**src/hdl/processorci_pkg.sv**
```systemverilog
`default_nettype none

package processorci_pkg;

  // Data, instruction and address widths
  typedef logic [31:0] word_t;
  typedef logic [31:0] addr_t;
  typedef logic [4:0]  reg_idx_t;

  // Operations the core understands, anything else decodes to OP_NOP
  typedef enum logic [3:0] {
    OP_ADD,
    OP_SUB,
    OP_AND,
    OP_OR,
    OP_XOR,
    OP_ADDI,
    OP_LUI,
    OP_LW,
    OP_SW,
    OP_BEQ,
    OP_BNE,
    OP_JAL,
    OP_NOP
  } op_e;

  // Multicycle sequencer phases
  typedef enum logic [2:0] {
    ST_FETCH,
    ST_DECODE,
    ST_EXEC,
    ST_MEM,
    ST_WB
  } seq_state_e;

  typedef struct packed {
    op_e      op;
    reg_idx_t rd;
    reg_idx_t rs1;
    reg_idx_t rs2;
    word_t    imm;
  } decoded_t;

  // For JAL the link value travels in alu
  typedef struct packed {
    word_t alu;
    logic  taken;
    addr_t next_pc;
    addr_t mem_addr;
    word_t store_data;
  } exec_result_t;

endpackage

`default_nettype wire

```
**src/hdl/core_bus_seq.sv**
```systemverilog
`timescale 1ns/1ps
`default_nettype none

module core_bus_seq #(
  parameter processorci_pkg::addr_t BOOT_ADDR = 32'h0000_0000
) (
  input  logic                          sys_clk_i,
  input  logic                          rst_n_i,

  output logic                          core_cyc_o,
  output logic                          core_stb_o,
  output logic                          core_we_o,
  output processorci_pkg::addr_t        core_addr_o,
  output processorci_pkg::word_t        core_data_o,
  input  processorci_pkg::word_t        core_data_i,
  input  logic                          core_ack_i,

  input  processorci_pkg::exec_result_t exec_i,
  input  processorci_pkg::op_e          op_i,
  output processorci_pkg::word_t        instr_o,
  output processorci_pkg::addr_t        pc_o,
  output processorci_pkg::word_t        load_data_o,
  output logic                          decode_en_o,
  output logic                          exec_en_o,
  output logic                          wb_en_o
);

  processorci_pkg::seq_state_e state_q;
  processorci_pkg::addr_t      pc_q;
  processorci_pkg::word_t      instr_q;
  processorci_pkg::word_t      load_q;
  logic                        cyc_q;
  logic                        mem_op;

  assign mem_op = (op_i == processorci_pkg::OP_LW) || (op_i == processorci_pkg::OP_SW);

  always_ff @(posedge sys_clk_i or negedge rst_n_i) begin
    if (!rst_n_i) begin
      state_q <= processorci_pkg::ST_FETCH;
      pc_q    <= BOOT_ADDR;
      cyc_q   <= 1'b0;
    end else begin
      case (state_q)
        processorci_pkg::ST_FETCH: begin
          // First cycle after reset only raises the request
          if (cyc_q && core_ack_i) begin
            cyc_q   <= 1'b0;
            state_q <= processorci_pkg::ST_DECODE;
          end else begin
            cyc_q <= 1'b1;
          end
        end
        processorci_pkg::ST_DECODE: state_q <= processorci_pkg::ST_EXEC;
        processorci_pkg::ST_EXEC: begin
          if (mem_op) begin
            cyc_q   <= 1'b1;
            state_q <= processorci_pkg::ST_MEM;
          end else begin
            state_q <= processorci_pkg::ST_WB;
          end
        end
        processorci_pkg::ST_MEM: begin
          if (core_ack_i) begin
            cyc_q   <= 1'b0;
            state_q <= processorci_pkg::ST_WB;
          end
        end
        processorci_pkg::ST_WB: begin
          // Next fetch request goes out on the following cycle
          pc_q    <= exec_i.next_pc;
          cyc_q   <= 1'b1;
          state_q <= processorci_pkg::ST_FETCH;
        end
        default: state_q <= processorci_pkg::ST_FETCH;
      endcase
    end
  end

  // Instruction and load word capture on ack
  always_ff @(posedge sys_clk_i) begin
    if (state_q == processorci_pkg::ST_FETCH && cyc_q && core_ack_i) begin
      instr_q <= core_data_i;
    end
    if (state_q == processorci_pkg::ST_MEM && core_ack_i) begin
      load_q <= core_data_i;
    end
  end

  // Bus outputs come from registers only, stable until ack
  assign core_cyc_o  = cyc_q;
  assign core_stb_o  = cyc_q;
  assign core_we_o   = cyc_q && (state_q == processorci_pkg::ST_MEM) &&
                       (op_i == processorci_pkg::OP_SW);
  assign core_addr_o = (state_q == processorci_pkg::ST_MEM) ? exec_i.mem_addr : pc_q;
  assign core_data_o = exec_i.store_data;

  assign instr_o     = instr_q;
  assign pc_o        = pc_q;
  assign load_data_o = load_q;
  assign decode_en_o = (state_q == processorci_pkg::ST_DECODE);
  assign exec_en_o   = (state_q == processorci_pkg::ST_EXEC);
  assign wb_en_o     = (state_q == processorci_pkg::ST_WB);

endmodule

`default_nettype wire

```
**src/hdl/core_decode.sv**
```systemverilog
`timescale 1ns/1ps
`default_nettype none

module core_decode (
  input  logic                      sys_clk_i,
  input  logic                      rst_n_i,
  input  logic                      en_i,
  input  processorci_pkg::word_t    instr_i,
  output processorci_pkg::decoded_t dec_o
);

  localparam logic [6:0] OPC_REG    = 7'b0110011;
  localparam logic [6:0] OPC_IMM    = 7'b0010011;
  localparam logic [6:0] OPC_LUI    = 7'b0110111;
  localparam logic [6:0] OPC_LOAD   = 7'b0000011;
  localparam logic [6:0] OPC_STORE  = 7'b0100011;
  localparam logic [6:0] OPC_BRANCH = 7'b1100011;
  localparam logic [6:0] OPC_JAL    = 7'b1101111;

  processorci_pkg::decoded_t dec_d;
  logic [6:0]                opcode;
  logic [2:0]                funct3;
  logic [6:0]                funct7;

  assign opcode = instr_i[6:0];
  assign funct3 = instr_i[14:12];
  assign funct7 = instr_i[31:25];

  always_comb begin
    dec_d.op  = processorci_pkg::OP_NOP;
    dec_d.rd  = instr_i[11:7];
    dec_d.rs1 = instr_i[19:15];
    dec_d.rs2 = instr_i[24:20];
    // I-type immediate unless the format says otherwise
    dec_d.imm = {{20{instr_i[31]}}, instr_i[31:20]};
    case (opcode)
      OPC_REG: begin
        if (funct7 == 7'b0000000) begin
          case (funct3)
            3'b000:  dec_d.op = processorci_pkg::OP_ADD;
            3'b111:  dec_d.op = processorci_pkg::OP_AND;
            3'b110:  dec_d.op = processorci_pkg::OP_OR;
            3'b100:  dec_d.op = processorci_pkg::OP_XOR;
            default: dec_d.op = processorci_pkg::OP_NOP;
          endcase
        end else if (funct7 == 7'b0100000 && funct3 == 3'b000) begin
          dec_d.op = processorci_pkg::OP_SUB;
        end
      end
      OPC_IMM: if (funct3 == 3'b000) dec_d.op = processorci_pkg::OP_ADDI;
      OPC_LUI: begin
        dec_d.op  = processorci_pkg::OP_LUI;
        dec_d.imm = {instr_i[31:12], 12'b0};
      end
      OPC_LOAD: if (funct3 == 3'b010) dec_d.op = processorci_pkg::OP_LW;
      OPC_STORE: begin
        if (funct3 == 3'b010) dec_d.op = processorci_pkg::OP_SW;
        dec_d.imm = {{20{instr_i[31]}}, instr_i[31:25], instr_i[11:7]};
      end
      OPC_BRANCH: begin
        if (funct3 == 3'b000) dec_d.op = processorci_pkg::OP_BEQ;
        if (funct3 == 3'b001) dec_d.op = processorci_pkg::OP_BNE;
        dec_d.imm = {{19{instr_i[31]}}, instr_i[31], instr_i[7],
                     instr_i[30:25], instr_i[11:8], 1'b0};
      end
      OPC_JAL: begin
        dec_d.op  = processorci_pkg::OP_JAL;
        dec_d.imm = {{11{instr_i[31]}}, instr_i[31], instr_i[19:12],
                     instr_i[20], instr_i[30:21], 1'b0};
      end
      default: dec_d.op = processorci_pkg::OP_NOP;
    endcase
  end

  always_ff @(posedge sys_clk_i or negedge rst_n_i) begin
    if (!rst_n_i) begin
      dec_o <= '{op: processorci_pkg::OP_NOP, default: '0};
    end else if (en_i) begin
      dec_o <= dec_d;
    end
  end

endmodule

`default_nettype wire

```
**src/hdl/core_execute.sv**
```systemverilog
`timescale 1ns/1ps
`default_nettype none

module core_execute (
  input  logic                          sys_clk_i,
  input  logic                          rst_n_i,
  input  logic                          en_i,
  input  processorci_pkg::decoded_t     dec_i,
  input  processorci_pkg::addr_t        pc_i,
  input  processorci_pkg::word_t        rs1_val_i,
  input  processorci_pkg::word_t        rs2_val_i,
  output processorci_pkg::exec_result_t exec_o
);

  processorci_pkg::exec_result_t exec_d;
  processorci_pkg::addr_t        pc_plus4;

  assign pc_plus4 = pc_i + 32'd4;

  always_comb begin
    exec_d.mem_addr   = rs1_val_i + dec_i.imm;
    exec_d.store_data = rs2_val_i;
    exec_d.taken      = 1'b0;

    case (dec_i.op)
      processorci_pkg::OP_ADD:  exec_d.alu = rs1_val_i + rs2_val_i;
      processorci_pkg::OP_SUB:  exec_d.alu = rs1_val_i - rs2_val_i;
      processorci_pkg::OP_AND:  exec_d.alu = rs1_val_i & rs2_val_i;
      processorci_pkg::OP_OR:   exec_d.alu = rs1_val_i | rs2_val_i;
      processorci_pkg::OP_XOR:  exec_d.alu = rs1_val_i ^ rs2_val_i;
      processorci_pkg::OP_ADDI: exec_d.alu = rs1_val_i + dec_i.imm;
      processorci_pkg::OP_LUI:  exec_d.alu = dec_i.imm;
      // Link value for the return address
      processorci_pkg::OP_JAL:  exec_d.alu = pc_plus4;
      default:                  exec_d.alu = '0;
    endcase

    case (dec_i.op)
      processorci_pkg::OP_BEQ: exec_d.taken = (rs1_val_i == rs2_val_i);
      processorci_pkg::OP_BNE: exec_d.taken = (rs1_val_i != rs2_val_i);
      processorci_pkg::OP_JAL: exec_d.taken = 1'b1;
      default:                 exec_d.taken = 1'b0;
    endcase

    // Branch and JAL targets are both PC relative
    exec_d.next_pc = exec_d.taken ? (pc_i + dec_i.imm) : pc_plus4;
  end

  always_ff @(posedge sys_clk_i or negedge rst_n_i) begin
    if (!rst_n_i) begin
      exec_o <= '0;
    end else if (en_i) begin
      exec_o <= exec_d;
    end
  end

endmodule

`default_nettype wire

```
**src/hdl/core_result.sv**
```systemverilog
`timescale 1ns/1ps
`default_nettype none

module core_result (
  input  logic                          sys_clk_i,
  input  logic                          rst_n_i,
  input  logic                          wb_en_i,
  input  processorci_pkg::decoded_t     dec_i,
  input  processorci_pkg::exec_result_t exec_i,
  input  processorci_pkg::word_t        load_data_i,
  output processorci_pkg::word_t        rs1_val_o,
  output processorci_pkg::word_t        rs2_val_o
);

  processorci_pkg::word_t regs [32];
  processorci_pkg::word_t wb_val;
  logic                   wb_we;

  // Writeback source per operation
  always_comb begin
    wb_val = exec_i.alu;
    wb_we  = 1'b0;
    case (dec_i.op)
      processorci_pkg::OP_ADD, processorci_pkg::OP_SUB, processorci_pkg::OP_AND,
      processorci_pkg::OP_OR, processorci_pkg::OP_XOR, processorci_pkg::OP_ADDI,
      processorci_pkg::OP_LUI, processorci_pkg::OP_JAL: wb_we = 1'b1;
      processorci_pkg::OP_LW: begin
        wb_val = load_data_i;
        wb_we  = 1'b1;
      end
      default: wb_we = 1'b0;
    endcase
  end

  always_ff @(posedge sys_clk_i or negedge rst_n_i) begin
    if (!rst_n_i) begin
      for (int i = 0; i < 32; i++) begin
        regs[i] <= '0;
      end
    end else if (wb_en_i && wb_we && dec_i.rd != 5'd0) begin
      regs[dec_i.rd] <= wb_val;
    end
  end

  // x0 is never written, so it reads back as zero
  assign rs1_val_o = regs[dec_i.rs1];
  assign rs2_val_o = regs[dec_i.rs2];

endmodule

`default_nettype wire

```
**src/hdl/processorci_top.sv**
```systemverilog
`timescale 1ns/1ps
`default_nettype none

module processorci_top #(
  parameter processorci_pkg::addr_t BOOT_ADDR = 32'h0000_0000
) (
  input  logic                   sys_clk_i,
  input  logic                   rst_n_i,

  // Wishbone master toward the memory
  output logic                   core_cyc_o,
  output logic                   core_stb_o,
  output logic                   core_we_o,
  output processorci_pkg::addr_t core_addr_o,
  output processorci_pkg::word_t core_data_o,
  input  processorci_pkg::word_t core_data_i,
  input  logic                   core_ack_i
);

  processorci_pkg::word_t        instr;
  processorci_pkg::addr_t        pc;
  processorci_pkg::word_t        load_data;
  processorci_pkg::decoded_t     dec;
  processorci_pkg::exec_result_t exec;
  processorci_pkg::word_t        rs1_val;
  processorci_pkg::word_t        rs2_val;
  logic                          decode_en;
  logic                          exec_en;
  logic                          wb_en;

  core_bus_seq #(
    .BOOT_ADDR   (BOOT_ADDR)
  ) u_core_bus_seq (
    .sys_clk_i   (sys_clk_i),
    .rst_n_i     (rst_n_i),
    .core_cyc_o  (core_cyc_o),
    .core_stb_o  (core_stb_o),
    .core_we_o   (core_we_o),
    .core_addr_o (core_addr_o),
    .core_data_o (core_data_o),
    .core_data_i (core_data_i),
    .core_ack_i  (core_ack_i),
    .exec_i      (exec),
    .op_i        (dec.op),
    .instr_o     (instr),
    .pc_o        (pc),
    .load_data_o (load_data),
    .decode_en_o (decode_en),
    .exec_en_o   (exec_en),
    .wb_en_o     (wb_en)
  );

  core_decode u_core_decode (
    .sys_clk_i (sys_clk_i),
    .rst_n_i   (rst_n_i),
    .en_i      (decode_en),
    .instr_i   (instr),
    .dec_o     (dec)
  );

  core_execute u_core_execute (
    .sys_clk_i (sys_clk_i),
    .rst_n_i   (rst_n_i),
    .en_i      (exec_en),
    .dec_i     (dec),
    .pc_i      (pc),
    .rs1_val_i (rs1_val),
    .rs2_val_i (rs2_val),
    .exec_o    (exec)
  );

  core_result u_core_result (
    .sys_clk_i   (sys_clk_i),
    .rst_n_i     (rst_n_i),
    .wb_en_i     (wb_en),
    .dec_i       (dec),
    .exec_i      (exec),
    .load_data_i (load_data),
    .rs1_val_o   (rs1_val),
    .rs2_val_o   (rs2_val)
  );

endmodule

`default_nettype wire

```
**config.mk**
```make
export PLATFORM = sky130hd
export DESIGN_NAME = processorci_top
export DESIGN_NICKNAME = d
export VERILOG_FILES = /design/src/hdl/processorci_pkg.sv /design/src/hdl/core_bus_seq.sv /design/src/hdl/core_decode.sv /design/src/hdl/core_execute.sv /design/src/hdl/core_result.sv /design/src/hdl/processorci_top.sv
export SDC_FILE = /design/constraint.sdc
export NUM_CORES = 2
export LEC_CHECK = 0
export BUFFER_PORTS_ARGS = -buffer_cell sky130_fd_sc_hd__buf_2
export CORE_AREA = 2 2 403 405
export DETAILED_ROUTE_END_ITERATION = 8
export DIE_AREA = 0 0 405 407
export PLACE_DENSITY = 0.68
export REMOVE_ABC_BUFFERS = 1
export SLEW_MARGIN = 10
export SYNTH_ARGS = -nofsm -noshare
export SYNTH_HDL_FRONTEND = slang
export SYNTH_SLANG_ARGS = --single-unit
export TNS_END_PERCENT = 20
```
**constraint.sdc**
```tcl
create_clock -name sys_clk_i -period 6.6 [get_ports sys_clk_i]
set_input_delay 1.32 -clock sys_clk_i [delete_from_list [all_inputs] [get_ports sys_clk_i]]
set_output_delay 1.32 -clock sys_clk_i [all_outputs]
set_load 0.01 [all_outputs]
```
==> qor.yml <==
dieArea_um2: 165000
synth-simple-area-share_pct: 10.0
grtUsageTotal_pct: 29.8
worstPathRequired_ns: 7.29
skew_ns: 0.0320
n_fill_cell: 13900
worst_setup_path_start_kind: "flop"
gp_congestion: 0.995
tritoncts: "yes"
synth_seq_cells: 1303
synth_edf_count: 64
grt_pass1_vias: 54000
p_per_area_nw_per_um2: 310
period_share_pct: 89.5
fin_nets: 6636
instances_no_fill: 8705
regArea_um2: 33000
power_w: 0.0248
cp_max_fo: 34
h-tree-depth: 4
ys_types: 88
cts.sinks: 1303
via_per_inst: 6.34
leakage_nw: 33.9
final_cell_mix: "dfrtp_1, nand2_1, o21ai_0"
grt_pass1_wl_mm: 361
synthMuxAreaShare_pct: 22.5
finalMaxSlewViolations: 0
utilization_pct: 49.9
yosysSeqAreaShare_pct: 45.8
grt_overflow: 0
dpl.hpwl_mm: 157
io_pins: 102
via_count: 55200
clk_pin_slew_ns: 0.06
io_buffers: 101
die_w_um: 405
ant_nets: 0
placed_cells: 8456
worstMarginPinSlew_ns: 1.32
first_pass_iters: 6
ir_drop_v: 0.000301
max_freq_ghz: 0.169
ys.flop_type: "dfrtp_1"
worstSetupEndpointType: "flop"
synthXorXnorAreaFrac_pct: 1.17
synth_top_family_by_area: "multiplexers"
synth_warnings: 0
multi_input_comb_area_um2: 36400
ff2ff_setup_slack_ns: 0.69
synth-compound-area-share_pct: 13.5
fp.dieH_um: 407
syn_area_um2: 72000
drv_cap: 0
hold_viol_final: 0
slew-limit-headroom_pct: 9.86
crit_type: "reg -> reg"
cts_resized: 0
wl_per_cell_um: 28.0
areaGrowthSynthToFinish_pct: 11.2
status: "finished clean"
numCtsBuffers: 139
layout_min_cycle_time_ns: 5.91
root_buffer: "clkbuf_16"
layout_commonest_cell: "dfrtp_1"
drive_above_1_share_pct: 21.1
setup_viol: 0
initial_core_util_pct: 44.9
num_rows: 147
synthArstFlopShare_pct: 95.1
core-area_um2: 160000
drcViolationCount: 0
rsz0062_at_grt: "false"
avgSynthCellArea_um2: 10.9
drt_iter0_markers: 6871
yosys.area_share.adder_pct: 2.89
clkLatencyLatePin_ns: 0.81
drt_wl_total_mm: 244
startpoint: "u_core_decode.dec_o[37]"
antenna_found_initial: 2
r2r-start: "u_core_decode.dec_o[37]"
hp-class: "reg -> reg"
clock_path_buffers: 3
syn_inst: 6602
postCtsSetupRepairBufs: 0
grt_max_degree: 199
cp.arrival_ns: 6.60
cts_hold_buf: 0
fin_hold_ws_ns: 0.394
min_from: "u_core_result.regs[996]"
cells by family after synthesis:
group | after synthesis
AO/OA/AOI/OAI | 1729
XOR/XNOR | 96
adder cells (fa/ha/maj) | 164
buffers and inverters | 744
flip-flops | 1303
multiplexers | 815
AND/OR/NAND/NOR | 1751
final timing paths:
path | to | cells after the start
min in group asynchronous | u_core_result.regs[935] | 1
max in group asynchronous | u_core_result.regs[452] | 2
worst min-delay path | u_core_result.regs[996] | 0
worst min register to register | u_core_result.regs[996] | 0
worst max-delay path | u_core_execute.exec_o[126] | 16
worst max register to register | u_core_execute.exec_o[126] | 16
registers in the layout, indices dropped and copies added, names as in the netlist:
register                    count
u_core_execute.exec_o         128
u_core_bus_seq.load_data_o     32
u_core_bus_seq.pc_o            32
u_core_bus_seq.core_cyc_o       1
u_core_decode.dec_o            51
u_core_bus_seq.state_q          3
u_core_bus_seq.instr_o         32
u_core_result.regs           1024
routing by layer:
metal | share of wire, % | global-route usage [%] | vias to the layer above
met1 | 40 | 40.9 | 28000
met4 | 5.7 | 15.4 | 2
met2 | 46 | 45.6 | 2983
met5 | 0.0053 | 0 | -
met3 | 9.0 | 5.32 | 579
li1 | - | - | 23600
area by class of cell:
type / instances / area share [%]
timing repair buffer: 325 / 3.32
clock buffer: 191 / 5.10
clock inverter: 57 / 0.956
antenna: 1 / 0.00313
tap: 2160 / 3.38
inverter: 113 / 0.530
multi-input combinational: 4555 / 45.5
sequential: 1303 / 41.2
critical path, stage by stage, from the launching register on:
cell and delay, ns:
dfrtp_4 0.61, buf_12 0.34, buf_4 0.30, mux4_2 0.53
mux4_2 0.47, mux2i_1 0.49, inv_1 0.25, ha_1 0.43
and3_1 0.22, a311oi_1 0.37, o22ai_1 0.19, o21ai_1 0.38
o221ai_1 0.24, a31oi_1 0.23, xor2_1 0.30, o221ai_1 0.18
a22o_1 0.22
per-stage QoR:
step,TNS [ns],setup slack (ns),instance area [um^2]
floorplan,-815.39,-7.66,69400
global placement,0,0.812,75100
detailed placement,0,0.784,75100
CTS,0,0.738,80000
global route,0,0.528,80000
finish,0,0.690,80000
cell usage after synthesis, drive strengths merged, types with 43 or more instances:
cell type	number	share of area, %
nor2	321	1.7
buf	130	0.96
nand3	43	0.30
mux4	638	20
a21oi	350	2.4
inv	113	0.59
dfrtp	1237	43
mux2	65	1.0
clkbuf	501	2.6
ha	160	2.8
o21ai	1057	7.4
edfxtp	64	2.7
nand2	1188	6.2
xnor2	57	0.69
mux2i	112	1.6
report_power, final:
part / leakage, nW / switching (W) / internal, W
clock network: 2.38 / 0.00343 / 0.00496
logic: 13.8 / 0.00408 / 0.00280
registers: 17.7 / 0.000986 / 0.00853
Note: power is estimated with default switching activity, not from simulation.
